**src/verilog/mpu_cfg.svh**
```systemverilog
//////////////////////////////
// MPU configuration
// PMA region table and bus limits
//////////////////////////////
`ifndef MPU_CFG_SVH
`define MPU_CFG_SVH

// Number of PMA regions in the table
`define MPU_NUM_REGIONS 32'd4

// Region bounds are word addresses, high bound is exclusive
// Attribute bits are {main, bufferable, cacheable, atomic}

// Region 0 covers 0x0000_0000 to 0x0000_4000 as main memory with all attributes
`define MPU_R0_LOW  30'h0000_0000
`define MPU_R0_HIGH 30'h0000_1000
`define MPU_R0_ATTR 4'b1111

// Region 1 covers 0x0000_2000 to 0x0000_8000 as main memory that is not cacheable
`define MPU_R1_LOW  30'h0000_0800
`define MPU_R1_HIGH 30'h0000_2000
`define MPU_R1_ATTR 4'b1101

// Region 2 covers 0x1000_0000 to 0x1000_1000 as bufferable I/O
`define MPU_R2_LOW  30'h0400_0000
`define MPU_R2_HIGH 30'h0400_0400
`define MPU_R2_ATTR 4'b0100

// Region 3 covers 0x2000_0000 to 0x2001_0000 as plain I/O
`define MPU_R3_LOW  30'h0800_0000
`define MPU_R3_HIGH 30'h0800_4000
`define MPU_R3_ATTR 4'b0000

// Bus transactions allowed to wait for a response
`define MPU_MAX_OUTSTANDING 2'd2

`endif

```
**src/verilog/mpu_pkg.sv**
```systemverilog
//////////////////////////////
// MPU package
// Attribute, transaction and FSM types
//////////////////////////////
package mpu_pkg;

  ////////////////////////////// 
  // PMA types
  //////////////////////////////

  // Region attributes packed MSB first
  typedef struct packed {
    logic main;
    logic bufferable;
    logic cacheable;
    logic atomic;
  } pma_attr_t;

  // One region with bounds in word addresses
  typedef struct packed {
    logic [29:0] word_addr_low;
    logic [29:0] word_addr_high;
    pma_attr_t   attr;
  } pma_region_t;

  //////////////////////////////
  // Channel types
  //////////////////////////////

  // Core side request with size 0 byte, 1 half, 2 word
  typedef struct packed {
    logic [31:0] addr;
    logic [31:0] wdata;
    logic        we;
    logic [1:0]  size;
    logic        exec;
    logic        atomic;
  } core_trans_t;

  // Bus side request with memtype as {cacheable, bufferable}
  typedef struct packed {
    logic [31:0] addr;
    logic [31:0] wdata;
    logic        we;
    logic [1:0]  size;
    logic [1:0]  memtype;
  } bus_trans_t;

  // Response shared by bus and core
  typedef struct packed {
    logic [31:0] rdata;
    logic        err;
  } mpu_resp_t;

  // Error FSM
  typedef enum logic {MPU_IDLE, MPU_ERR_WAIT} mpu_state_e;
  typedef enum logic {MPU_OK, MPU_ERR} mpu_status_e;

endpackage

```
**src/verilog/pma_lookup.sv**
```systemverilog
//////////////////////////////
// PMA lookup
// Region match and access check
//////////////////////////////
`timescale 1ns/1ps
`include "mpu_cfg.svh"

module pma_lookup (
  input  logic [31:0]        addr_i,
  input  logic [1:0]         size_i,
  input  logic               exec_i,
  input  logic               atomic_i,
  output mpu_pkg::pma_attr_t attr_o,
  output logic               pma_err_o
);

  import mpu_pkg::*;

  //////////////////////////////
  // Region table
  //////////////////////////////

  localparam pma_region_t REGION_TABLE [`MPU_NUM_REGIONS] = '{
    '{word_addr_low: `MPU_R0_LOW, word_addr_high: `MPU_R0_HIGH, attr: `MPU_R0_ATTR},
    '{word_addr_low: `MPU_R1_LOW, word_addr_high: `MPU_R1_HIGH, attr: `MPU_R1_ATTR},
    '{word_addr_low: `MPU_R2_LOW, word_addr_high: `MPU_R2_HIGH, attr: `MPU_R2_ATTR},
    '{word_addr_low: `MPU_R3_LOW, word_addr_high: `MPU_R3_HIGH, attr: `MPU_R3_ATTR}
  };

  // Unmapped addresses behave as I/O with no attributes
  localparam pma_attr_t ATTR_DEFAULT = '0;

  logic [29:0] word_addr;
  pma_attr_t   region_attr;
  logic        misaligned;

  assign word_addr = addr_i[31:2];

  //////////////////////////////
  // Lowest index match
  //////////////////////////////

  always_comb begin
    region_attr = ATTR_DEFAULT;
    // Walk down so the lowest matching region is the last one applied
    for (int i = `MPU_NUM_REGIONS - 1; i >= 0; i--) begin
      if ((word_addr >= REGION_TABLE[i].word_addr_low) &&
          (word_addr <  REGION_TABLE[i].word_addr_high)) begin
        region_attr = REGION_TABLE[i].attr;
      end
    end
  end

  assign attr_o = region_attr;

  //////////////////////////////
  // Access check
  //////////////////////////////

  // Alignment against the access size
  always_comb begin
    case (size_i)
      2'b00:   misaligned = 1'b0;
      2'b01:   misaligned = addr_i[0];
      default: misaligned = |addr_i[1:0];
    endcase
  end

  // Fetch and misaligned access need main memory,
  // atomics need the atomic attribute
  assign pma_err_o = (exec_i     && !attr_o.main)   ||
                     (misaligned && !attr_o.main)   ||
                     (atomic_i   && !attr_o.atomic);

endmodule

```
**src/verilog/mpu_err_fsm.sv**
```systemverilog
//////////////////////////////
// MPU error FSM
// Outstanding count and error response
//////////////////////////////
`timescale 1ns/1ps
`include "mpu_cfg.svh"

module mpu_err_fsm (
  input  logic                 clk,
  input  logic                 rst_n,
  input  logic                 core_trans_valid_i,
  input  logic                 core_trans_ready_i,
  input  logic                 bus_trans_valid_i,
  input  logic                 bus_trans_ready_i,
  input  logic                 bus_resp_valid_i,
  input  logic                 pma_err_i,
  output mpu_pkg::mpu_state_e  state_o,
  output mpu_pkg::mpu_status_e mpu_status_o,
  output logic                 mpu_err_trans_valid_o,
  output logic                 mpu_block_core_o,
  output logic                 mpu_block_bus_o
);

  import mpu_pkg::*;

  mpu_state_e state_q;
  mpu_state_e state_d;
  logic [1:0] outstanding_q;
  logic [1:0] outstanding_d;
  logic       core_accept;
  logic       bus_accept;
  logic       at_limit;
  logic       drained;

  assign core_accept = core_trans_valid_i && core_trans_ready_i;
  assign bus_accept  = bus_trans_valid_i && bus_trans_ready_i;
  assign at_limit    = (outstanding_q == `MPU_MAX_OUTSTANDING);
  assign drained     = (outstanding_q == 2'd0);

  //////////////////////////////
  // Outstanding responses
  //////////////////////////////

  // One in-order response comes back for each accepted bus request
  always_comb begin
    case ({bus_accept, bus_resp_valid_i})
      2'b10:   outstanding_d = outstanding_q + 2'd1;
      2'b01:   outstanding_d = outstanding_q - 2'd1;
      default: outstanding_d = outstanding_q;
    endcase
  end

  //////////////////////////////
  // State machine
  //////////////////////////////

  always_comb begin
    state_d               = state_q;
    mpu_status_o          = MPU_OK;
    mpu_err_trans_valid_o = 1'b0;
    // In idle the limit blocks both sides and a refused access blocks the bus
    mpu_block_core_o      = at_limit;
    mpu_block_bus_o       = at_limit || pma_err_i;

    case (state_q)
      MPU_IDLE: begin
        // Refused access taken from the core and never sent to the bus
        if (core_accept && pma_err_i) begin
          state_d = MPU_ERR_WAIT;
        end
      end

      MPU_ERR_WAIT: begin
        mpu_block_core_o = 1'b1;
        mpu_block_bus_o  = 1'b1;
        // Error response once all earlier responses are back
        if (drained) begin
          mpu_err_trans_valid_o = 1'b1;
          mpu_status_o          = MPU_ERR;
          state_d               = MPU_IDLE;
        end
      end

      default: begin
        state_d = MPU_IDLE;
      end
    endcase
  end

  //////////////////////////////
  // Registers
  //////////////////////////////

  always_ff @(posedge clk or negedge rst_n) begin
    if (!rst_n) begin
      state_q       <= MPU_IDLE;
      outstanding_q <= 2'd0;
    end else begin
      state_q       <= state_d;
      outstanding_q <= outstanding_d;
    end
  end

  assign state_o = state_q;

endmodule

```
**src/verilog/mpu_top.sv**
```systemverilog
//////////////////////////////
// MPU top
// PMA check between core and bus
//////////////////////////////
`timescale 1ns/1ps

module mpu_top (
  input  logic                 clk,
  input  logic                 rst_n,

  // Core side
  input  logic                 core_trans_valid_i,
  output logic                 core_trans_ready_o,
  input  mpu_pkg::core_trans_t core_trans_i,
  output logic                 core_resp_valid_o,
  output mpu_pkg::mpu_resp_t   core_resp_o,

  // Bus side
  output logic                 bus_trans_valid_o,
  input  logic                 bus_trans_ready_i,
  output mpu_pkg::bus_trans_t  bus_trans_o,
  input  logic                 bus_resp_valid_i,
  input  mpu_pkg::mpu_resp_t   bus_resp_i
);

  import mpu_pkg::*;

  pma_attr_t   pma_attr;
  logic        pma_err;
  logic        mpu_block_core;
  logic        mpu_block_bus;
  logic        mpu_err_trans_valid;
  mpu_status_e mpu_status;

  //////////////////////////////
  // Region lookup
  //////////////////////////////

  pma_lookup pma_lookup_inst (
    .addr_i    (core_trans_i.addr),
    .size_i    (core_trans_i.size),
    .exec_i    (core_trans_i.exec),
    .atomic_i  (core_trans_i.atomic),
    .attr_o    (pma_attr),
    .pma_err_o (pma_err)
  );

  //////////////////////////////
  // Error FSM
  //////////////////////////////

  mpu_err_fsm mpu_err_fsm_inst (
    .clk                   (clk),
    .rst_n                 (rst_n),
    .core_trans_valid_i    (core_trans_valid_i),
    .core_trans_ready_i    (core_trans_ready_o),
    .bus_trans_valid_i     (bus_trans_valid_o),
    .bus_trans_ready_i     (bus_trans_ready_i),
    .bus_resp_valid_i      (bus_resp_valid_i),
    .pma_err_i             (pma_err),
    .state_o               (),
    .mpu_status_o          (mpu_status),
    .mpu_err_trans_valid_o (mpu_err_trans_valid),
    .mpu_block_core_o      (mpu_block_core),
    .mpu_block_bus_o       (mpu_block_bus)
  );

  //////////////////////////////
  // Request gating
  //////////////////////////////

  assign bus_trans_valid_o = core_trans_valid_i && !mpu_block_bus;

  // A refused access is taken at once, an allowed one waits for the bus
  assign core_trans_ready_o = !mpu_block_core && (pma_err || bus_trans_ready_i);

  // Bus request with memtype from the matched region
  always_comb begin
    bus_trans_o.addr    = core_trans_i.addr;
    bus_trans_o.wdata   = core_trans_i.wdata;
    bus_trans_o.we      = core_trans_i.we;
    bus_trans_o.size    = core_trans_i.size;
    bus_trans_o.memtype = {pma_attr.cacheable, pma_attr.bufferable};
  end

  //////////////////////////////
  // Response select
  //////////////////////////////

  // The FSM answers only once the bus has drained so the two never overlap
  assign core_resp_valid_o = bus_resp_valid_i || mpu_err_trans_valid;

  always_comb begin
    if (mpu_err_trans_valid) begin
      core_resp_o.rdata = '0;
      core_resp_o.err   = (mpu_status == MPU_ERR);
    end else begin
      core_resp_o = bus_resp_i;
    end
  end

endmodule

```
**config.mk**
```make
export PLATFORM = sky130hd
export DESIGN_NAME = mpu_top
export DESIGN_NICKNAME = d
export VERILOG_FILES = /design/src/verilog/mpu_pkg.sv /design/src/verilog/pma_lookup.sv /design/src/verilog/mpu_err_fsm.sv /design/src/verilog/mpu_top.sv
export VERILOG_INCLUDE_DIRS = /design/src /design/src/verilog
export SDC_FILE = /design/constraint.sdc
export NUM_CORES = 1
export LEC_CHECK = 0
export ABC_CLOCK_PERIOD_IN_PS = 3250
export BUFFER_PORTS_ARGS = -buffer_cell sky130_fd_sc_hd__buf_2
export CAP_MARGIN = 20
export CORE_AREA = 2 2 82 84
export CTS_CLUSTER_SIZE = 25
export DETAILED_ROUTE_END_ITERATION = 16
export DIE_AREA = 0 0 84 86
export PLACE_DENSITY = 0.6
export SKIP_CTS_REPAIR_TIMING = 1
export SLEW_MARGIN = 20
export SYNTH_ARGS = -nofsm -noshare
export SYNTH_HDL_FRONTEND = slang
export SYNTH_SLANG_ARGS = --single-unit
export TNS_END_PERCENT = 100
```
**constraint.sdc**
```tcl
create_clock -name clk -period 3.25 [get_ports clk]
set_clock_uncertainty 0.05 [all_clocks]
set_input_delay 0.325 -clock clk [delete_from_list [all_inputs] [get_ports clk]]
set_output_delay 0.325 -clock clk [all_outputs]
set_load 0.01 [all_outputs]
```
# Word level (Yosys, flattened, before mapping)
# Index checks and enable logic that the tools add are counted.
# word_totals
ff_bits	3
out_inout_bits	105
input_bits	107
wordCells	52
# classes
mux	13
order_cmp	6
n_eq_ne	4
n_addsub	2
bitwise	1
reduce_logical	24
# op_table
op	n
$mux 33	1
$ge 30x1->1 const B	1
$ge 30x12->1 const B	1
$ge 30x27->1 const B	1
$lt 30x13->1 const B	1
$lt 30x14->1 const B	1
$lt 30x27->1 const B	1
$logic_and 1x1->1	11
$mux 4	2
$mux 1	6
$logic_or 1x1->1	5
$eq 2x1->1 const B	2
$eq 2x2->1 const B	2
$logic_not 1->1	4
$logic_not 2->1	2
$pmux 1 s2	2
$pmux 2 s2	1
$mux 3	1
$add 2x1->2 const B	1
$reduce_bool 2->1	1
$reduce_or 2->1	1
$sub 2x1->2 const B	1
$not 1->1	1

# Longest topological paths before layout
# Gate-level depths: netlist of run 1.
# depth
ltp_word	16
mapped_depth	8
mapped_depth_nobuf	8

# Modules after synthesis
# Synthesis of run 1 repeated with hierarchy kept, for this count alone.
# hier_totals
hier_cells	140
area_unflattened_um2	1021.0
# by_module_without_submodules
module	area_per_inst_um2	n_inst	cells_each	seq_area_each_um2
mpu_top	758.2	1	106	0.0
mpu_err_fsm	168.9	1	17	75.1
pma_lookup	93.8	1	17	0.0

# Worst setup path after synthesis of run 1
# Ideal clock, no wire load.
# synth_timing
path_type	input-to-reg
startpoint	in core_trans_i[56] (netlist name)
endpoint	reg mpu_err_fsm_inst.outstanding_q[1]
n_path_buf	0
t_arrival_ns	1.585
setup_ns	0.079
required_ns	3.121
setup_slack_ns	1.535
path_stages	7
path_cell_list	nor4_2 -> nand4_2 -> o21ai_2 -> nand4_1 -> ha_1 -> nor2_1 -> xor2_1
# synth_between
elab_chain_len	15
word_cells_on_any_way	24
classes_between	order compare: 4; eq/ne: 2; mux: 4; reduce/logical: 14
# synth_rtl
element	line	rtl
start, declared	mpu_top.sv:14	input mpu_pkg::core_trans_t core_trans_i,
$ge 30x12->1 or $lt 30x14->1 (tied branches)	pma_lookup.sv:47, pma_lookup.sv:48	
$logic_and 1x1->1	pma_lookup.sv:47	if ((word_addr >= REGION_TABLE[i].word_addr_low) &&
$mux 4	pma_lookup.sv:47	
$mux 4 (*)	pma_lookup.sv:47	
$logic_not 1->1	pma_lookup.sv:71, pma_lookup.sv:72	
$logic_and 1x1->1, on equally long branches	pma_lookup.sv:71, pma_lookup.sv:72	
$logic_or 1x1->1	pma_lookup.sv:71	assign pma_err_o = (exec_i && !attr_o.main) ||
$logic_or 1x1->1 (*)	pma_lookup.sv:72	(misaligned && !attr_o.main) ||
$logic_or 1x1->1 (*)	mpu_err_fsm.sv:63	mpu_block_bus_o = at_limit || pma_err_i;
$mux 1 (*)	mpu_err_fsm.sv:65	case (state_q)
$logic_not 1->1 (*)	mpu_top.sv:72	assign bus_trans_valid_o = core_trans_valid_i && !mpu_block_bus;
$logic_and 1x1->1 (*)	mpu_top.sv:72	
$logic_and 1x1->1 (*)	mpu_err_fsm.sv:36	assign bus_accept = bus_trans_valid_i && bus_trans_ready_i;
$eq 2x1->1 or $eq 2x2->1 (tied branches)	mpu_err_fsm.sv:46	case ({bus_accept, bus_resp_valid_i})
$pmux 2 s2 or $reduce_bool 2->1 (tied branches)	--	
end signal, assigned	mpu_err_fsm.sv:100	outstanding_q <= outstanding_d;
end, declared	mpu_err_fsm.sv:28	logic [1:0] outstanding_q;
# Every way passes the cells marked *; elsewhere a longest branch is shown, timed or not.
# A chain may end at the register's enable or synchronous reset.

# Worst setup path after layout of run 1
# layout_timing
startpoint	in core_trans_i[58] (netlist name)
endpoint	out bus_trans_valid_o
# layout_between
elab_chain_len	12
word_cells_on_any_way	19
classes_between	order compare: 4; mux: 3; reduce/logical: 12
# layout_rtl
element	line	rtl
$ge 30x12->1 or $lt 30x14->1 (tied branches)	pma_lookup.sv:47, pma_lookup.sv:48	
$logic_and 1x1->1	pma_lookup.sv:47	
$mux 4	pma_lookup.sv:47	
$mux 4 (*)	pma_lookup.sv:47	
$logic_not 1->1	pma_lookup.sv:71, pma_lookup.sv:72	
$logic_and 1x1->1, on equally long branches	pma_lookup.sv:71, pma_lookup.sv:72	
$logic_or 1x1->1	pma_lookup.sv:71	
$logic_or 1x1->1 (*)	pma_lookup.sv:72	
$logic_or 1x1->1 (*)	mpu_err_fsm.sv:63	
$mux 1 (*)	mpu_err_fsm.sv:65	
$logic_not 1->1 (*)	mpu_top.sv:72	
$logic_and 1x1->1 (*)	mpu_top.sv:72	
end, declared	mpu_top.sv:19	output logic bus_trans_valid_o,
# Marks and branches as above.

==> impl_summary.md, run 1 <==
Timing
For the pin with the worst max-slew slack, the measured transition is between 0.3 and 0.4 ns. Measured against its own limit, the worst slew margin works out to between 70 and 80%. The final hold violation count is 0. The final critical-path share of the clock period is between 50% and 60%. Summed over all failing endpoints, the final setup total negative slack is 0 ns. The final-report max-slew violation count is 0. After layout, the minimum clock period comes to between 1.5 and 2 ns. The final setup violation count is 0.

Setup repair after global routing left no endpoint under its margin. Timing would allow up to roughly 0.54 GHz.

Cells and area
The synthesis-to-finish area growth is 25.7%. The final layout net count is between 300 and 400. The post-route netlist has between 60% and 70% of its cells at a drive strength greater than 1.

The final design instance area without fill is between 1000 and 1500 µm². Leaving out fill and tap cells, the most frequent cell in the layout is sky130_fd_sc_hd__buf_2. 0 antenna diodes ended up in the layout. In the layout the commonest cells are 125 x sky130_fd_sc_hd__buf_2, 32 x sky130_fd_sc_hd__nor2b_1.

The final standard cell count with taps included and fillers excluded is ~270. At the end of the flow the core is filled with cells to between 20% and 30%.

Detailed routing
The final wirelength is just under 3 mm. The routed layout has roughly 1100 vias. In the routed design, unresolved DRC markers number 0. The first TritonRoute pass finished after 2 iterations. In this run, the number of DRC markers left after iteration 0 of detailed routing was 12.

In the routed layout, each cell is associated on average with a via count of 3.88. The average wire per cell in the routed design is approximately 11 µm. Once detail routing completed, the nets flagged for antenna violations numbered 0.

Critical path
The endpoint type of the worst setup path is an output port. The startpoint-to-endpoint class of the critical path is in2out. At the worst endpoint, the arrival time is ~1.5 ns. STA classifies the critical path startpoint as an input pin. In this run the worst path has a maximum fanout of 4.

The required time reported for the critical path endpoint is 2.87 ns.

CTS
The clock reaches the later pin of the worst-skew pair after between 0.2 and 0.25 ns. The total clock sinks is 3. The number of CTS-inserted buffers is 3. The clock passes through at most 2 buffers. The root buffer cell chosen for the clock tree is sky130_fd_sc_hd__clkbuf_8. The clock tree from TritonCTS is done. CTS built an H-tree with a depth of 1.

Clock-pin slew was measured on the worst setup and hold paths at roughly 0.03 ns.

Global route
The via count of the first global-routing pass is 902. The global-route wire length before repair is slightly above 4 mm. Entering global routing, the biggest net connects 35 pins.

Summed over all layers, the global routing overflow is 0. The number of antenna violations at the first check in global routing was 0. The overall global routing resource usage is 7.06%.

Place
Routability-driven placement finished with a final weighted congestion of around 0.68. The wire-length estimate of the detail-placed layout is between 2 and 3 mm. The cell area reported after detailed placement is 1250 µm². The instance count after placement with tap cells included is around 270.

In this run the tool buffered the top-level ports with 125 buffer cells.

Job
The tool flagged a number of max-cap violations equal to 0.

Floorplanning
The die boundary height is 86 µm. The row count is 29. The region available for standard cell placement spans roughly 6300 µm². The number of top-level pins is between 200 and 250.

The effective utilization at floorplan is around 17%. The die width is between 80 and 90 µm. The overall die area is a little over 7000 µm².

Synthesis
The total number of yosys warnings is 0. Sequential elements use 7.23% of the synthesized area. The flop and latch count out of synthesis is 3. The netlist uses 25 different library cells. The mean area per synthesized cell is 7.64 µm². The cell count after synthesis came out at between 100 and 150. The synthesized netlist occupies a cell area of 1040 µm².

The number of nets in the synthesized netlist is 244.

Run status
The run finished with clean final reports.

Pwr
For this design the ratio of total power to cell area is approximately 480 nW/µm². The worst supply voltage drop on vdd is 0.193 mV. Summed over all cells, the static leakage comes to ~0.75 nW.

Min path
In this run the worst hold path is classified as in2async.
[area by class of cell]
class / count / area, µm²
fill: 709 / 4970
tap: 77 / 96.3
sequential: 3 / 75.1
inverter: 3 / 11.3
timing repair buffer: 127 / 643
clock buffer: 4 / 45.0
multi-input combinational: 60 / 434
[where the power goes]
| part | internal [mW] | leakage, nW | switching [mW] | total (mW) |
|---|---|---|---|---|
| combinational | 0.194 | 0.689 | 0.234 | 0.428 |
| sequential | 0.0577 | 0.0346 | 0.0316 | 0.0893 |
| clock | 0.0836 | 0.0228 | 0.0238 | 0.107 |
| total | 0.336 | 0.746 | 0.289 | 0.625 |
[through the flow]
| step | setup WS (ns) | power, mW | hold WS, ns |
|---|---|---|---|
| after floorplan | 1.54 | 0.405 | -0.0206 |
| after global placement | 1.27 | 0.518 | 0.0697 |
| after detailed placement | 1.22 | 0.524 | 0.0710 |
| after CTS | 1.38 | 0.636 | -0.158 |
| after global routing | 1.27 | 0.679 | 0.409 |
| final | 1.40 | 0.625 | 0.391 |
[cell families after synthesis]
kind of cell / count (synthesis) / synth area share [%]
DFF: 3 / 7.23
buffers and inverters: 73 / 51.0
AOI/OAI and AO/OA: 8 / 4.94
xor gates and xnor gates: 4 / 3.37
adders and majority gates: 1 / 1.20
and+or+nand+nor: 47 / 32.3
[sequential cells by signal, summed over array words and instances, names as in the netlist]
| name | flops |
|---|---|
| mpu_err_fsm_inst.outstanding_q | 2 |
| mpu_err_fsm_inst.state_o | 1 |
[synth_stat cells (all sizes together)]
| library cell | count | area share, % |
|---|---|---|
| nor2b | 32 | 19 |
| nand4 | 2 | 1.8 |
| or2 | 2 | 1.2 |
| nor3 | 2 | 2.0 |
| a22oi | 1 | 0.72 |
| ha | 1 | 1.2 |
| o21ai | 2 | 1.3 |
| dfrtp | 3 | 7.2 |
| xnor2 | 2 | 1.7 |
| a21boi | 1 | 0.72 |
| or3 | 1 | 0.60 |
| buf | 70 | 50 |
| and3 | 1 | 0.60 |
| xor2 | 2 | 1.7 |
| nor4 | 4 | 5.7 |
| o211ai | 1 | 0.72 |
| inv | 3 | 1.1 |
| a21oi | 3 | 1.4 |
| nor2 | 3 | 1.1 |
[layer usage]
metal / vias to the layer above / routed length, µm / GRT usage, %
met5: - / 0 / 0
met1: 445 / 887 / 6.54
met4: 0 / 156 / 4.84
li1: 486 / - / -
met3: 24 / 456 / 1.44
met2: 108 / 1460 / 13.8
[worst max-delay path, stage by stage]
cell and delay [ns]:
sky130_fd_sc_hd__buf_2 0.11, sky130_fd_sc_hd__nor4_2 0.31, sky130_fd_sc_hd__nand4_2 0.21, sky130_fd_sc_hd__o21ai_2 0.20
sky130_fd_sc_hd__and3_1 0.18, sky130_fd_sc_hd__buf_2 0.14
[final timing paths]
path	start	to	slack [ns]	cells after the start
worst max-delay path	core_trans_i[58]	bus_trans_valid_o	1.40	6
worst min-delay path	rst_n	mpu_err_fsm_inst.state_o$_DFF_PN0_	0.39	2
worst max register to register	mpu_err_fsm_inst.outstanding_q[0]$_DFFE_PN0P_	mpu_err_fsm_inst.outstanding_q[1]$_DFFE_PN0P_	1.63	6
worst min register to register	mpu_err_fsm_inst.outstanding_q[1]$_DFFE_PN0P_	mpu_err_fsm_inst.outstanding_q[1]$_DFFE_PN0P_	0.54	1
max in group asynchronous	rst_n	mpu_err_fsm_inst.outstanding_q[1]$_DFFE_PN0P_	2.65	2
min in group clk	core_trans_valid_i	mpu_err_fsm_inst.state_o$_DFF_PN0_	0.40	3
Note: power is estimated with default switching activity, not from simulation.
==> run 2, diff against run 1 <==
- ABC_CLOCK_PERIOD_IN_PS: 3250 -> 1890
- CORE_AREA: 2 2 82 84 -> 2 2 83 85
- DIE_AREA: 0 0 84 86 -> 0 0 85 87
- PLACE_DENSITY: 0.6 -> 0.59
- clock period: 3.25 -> 1.89 ns (I/O delays scaled with it)
==> impl_summary.md, run 2 (synthesized netlist as in run 1, its figures left out) <==
Run status
Run status: finished, final reports clean (unchanged).

Global route
The total congestion overflow is 0 (unchanged). The number of antenna violations at the first check in global routing is 1 (was 0). The global-route wire length before repair is 3.80 mm (was 4.11 mm).

The overall global routing resource usage is 6.78% (was 7.06%). The via count of the first global-routing pass is 872 (was 902). The largest net degree at the start of global routing is 35 (unchanged).

Timing
The setup TNS is 0 ns (unchanged). The final setup violation count is 0 (unchanged). The final critical-path share of the clock period is 85.4%. The transition time of the tightest slew-check pin was 0.289 ns (was 0.306 ns).

The smallest clock period supported by the final layout is computed as between 1.5 and 2 ns. The maximum operating frequency is a little over 0.6 GHz. The final-report max-slew violation count is 0 (unchanged). The final hold violation count is 0 (unchanged).

The max-slew headroom at the worst pin came to 80.6% (was 79.6%). Setup repair after global routing missed its margin: false (unchanged).

Cells and area
The commonest non-fill, non-tap cell in the layout is sky130_fd_sc_hd__buf_2 (unchanged). The final layout net count is 307 (was 306). Commonest cells after routing, fill and taps aside: 125 x sky130_fd_sc_hd__buf_2, 32 x sky130_fd_sc_hd__nor2b_1 (unchanged). The register with the most flip-flops is mpu_err_fsm_inst.outstanding_q (unchanged). The number of flip-flops in the largest register came to 2 (unchanged). The synthesis-to-finish area growth came to 28.0% (was 25.7%).

The number of inserted filler cells in the final layout came to 742 (was 709). The number of diodes is 0 (unchanged). The proportion of layout cells with a drive suffix above 1 came to 69.7% (was 69.5%).

Detailed routing
The final wirelength came to 3.09 mm (was 2.96 mm). The violation count after the first detailed-route iteration is 11 (was 12). The average wire per cell in the routed design is 11.1 µm (was 10.8 µm).

The count of vias placed by the detailed router came to 1069 (was 1063). The final antenna-violating net count is 0 (unchanged). The number of iterations in the first detailed-routing pass was 4 (was 2). The via density per instance is 3.85 (was 3.88). The remaining design rule violation count was 0 (unchanged).

Critical path
The required time reported for the critical path endpoint came to 1.65 ns (was 2.87 ns). The reg-to-reg critical path startpoint is mpu_err_fsm_inst.outstanding_q[0]$_DFFE_PN0P_ (unchanged). The top cell family by delay on the critical path is buffers and inverters (was simple AND/OR/NAND/NOR gates). The critical path's slowest cell is sky130_fd_sc_hd__dfrtp_1 (was sky130_fd_sc_hd__nor4_2). The arrival time reported for the critical path endpoint was 1.38 ns (was 1.47 ns). The startpoint-to-endpoint class of the critical path is reg2out (was in2out).

The largest stage delay on the critical path is 0.39 ns (was 0.31 ns). The origin of the worst setup path is mpu_err_fsm_inst.state_o$_DFF_PN0_ (was core_trans_i[58]). The endpoint type of the worst setup path is an output port (unchanged). The critical path buffer and inverter count came to 3 (was 2).

The maximum fanout along the worst path is 34 (was 4). The nature of the critical path startpoint is a flop (was input pin). CP Cell Sequence: inv_1 > nor3_4 > buf_12 > or2_2 > buf_2 (was buf_2 > nor4_2 > nand4_2 > o21ai_2 > and3_1 > buf_2).

Place
The number of input and output port buffers inserted is 125 (unchanged). The final weighted congestion in routability-driven placement is 0.720 (was 0.677). The post-DP HPWL came to 2.81 mm (was 2.72 mm).

Pwr
The sequential cell fraction of total power is 13.7% (was 14.3%). The internal power contribution is 0.601 mW (was 0.336 mW). The logic gate share of total power came to 69.5% (was 68.5%). The worst supply voltage drop on vdd is 0.292 mV (was 0.193 mV).

The proportion of power drawn by the clock network came to 16.8% (was 17.2%). The switching power is 0.509 mW (was 0.289 mW). The power density normalized to cell area is 836 nW/µm² (was 479 nW/µm²). The overall power of the completed layout is 1.11 mW (was 0.625 mW). The leakage power of the design is 0.753 nW (was 0.746 nW). The fraction of power spent switching nets is 45.9% (was 46.3%).

Floorplanning
The overall die area is 7400 µm² (was 7220 µm²). The number of top-level pins was 212 (unchanged). The die width came to 85 µm (was 84 µm). The area of the placeable core is 6570 µm² (was 6280 µm²). The die boundary height is 87 µm (was 86 µm).

The row count is 30 (was 29). The effective utilization at floorplan came to 15.8% (was 16.5%).

CTS
The largest buffer count on any clock path came to 2 (unchanged). The root buffer selected by CTS is sky130_fd_sc_hd__clkbuf_8 (unchanged). The total clock sinks came to 3 (unchanged). The clock latency reported for the late side of the worst-skew pair is 0.22 ns (was 0.21 ns). The number of levels in the clock H-tree is 1 (unchanged).

The clock tree from TritonCTS is done (unchanged). The number of CTS-inserted buffers is 3 (unchanged). The clock-pin slew of the registers on the worst-case setup and hold paths is 0.03 ns (about the same).

Job
The max-cap check violation count is 0 (unchanged).

Min path
The path class of the lowest-slack min-delay path is in2async (unchanged).
## run 2: cell types whose count changed in the layout (fill, tap and decap cells not counted), sizes merged
cell / change
buf: +1
## run 2: path summary, 6_finish.rpt
path | to | slack, ns | cells past startpoint
worst max-delay path | core_resp_valid_o | 0.28 | 5
worst min register to register | mpu_err_fsm_inst.outstanding_q[1]$_DFFE_PN0P_ | 0.53 | 1
min in group clk | mpu_err_fsm_inst.state_o$_DFF_PN0_ | 0.27 | 3
max in group asynchronous | mpu_err_fsm_inst.outstanding_q[0]$_DFFE_PN0P_ | 1.41 | 2
worst min-delay path | mpu_err_fsm_inst.outstanding_q[1]$_DFFE_PN0P_ | 0.27 | 2
worst max register to register | mpu_err_fsm_inst.outstanding_q[1]$_DFFE_PN0P_ | 0.28 | 6
## run 2: power groups by stage
stage	Clock (mW)	Combinational, mW	Sequential [mW]
finish	0.187	0.772	0.152
global route	0.194	0.849	0.156
CTS	0.191	0.788	0.152
detailed placement	0	0.786	0.153
global placement	0	0.774	0.151
floorplan	0	0.552	0.144
## run 2: routing by layer
layer | track usage, % | vias to the layer above | wire (µm)
li1 | - | 486 | -
met1 | 5.33 | 451 | 877
met2 | 14.1 | 118 | 1590
met3 | 2.65 | 12 | 559
met4 | 3.17 | 2 | 53
met5 | 0 | - | 17
## run 2: area by class of cell
type                            instances  area [µm²]  area share, %
Tap cell                               80         100           7.53
Multi-Input combinational cell         60         434           32.7
Sequential cell                         3        75.1           5.65
Timing Repair Buffer                  128         663           49.9
Inverter                                3        11.3          0.847
Clock buffer                            4        45.0           3.39
## run 2: per-stage QoR
step | hold slack (ns) | instance area [µm²] | utilization, % | cells | setup slack (ns)
finish | 0.267 | 1330 | 20.2 | 278 | 0.276
global route | 0.298 | 1330 | 20.2 | 278 | 0.130
CTS | -0.289 | 1320 | 20.1 | 277 | 0.249
detailed placement | -0.0610 | 1270 | 19.4 | 273 | 0.0564
global placement | -0.0636 | 1270 | 19.4 | 273 | 0.0897
floorplan | -0.157 | 1040 | - | 136 | 0.311
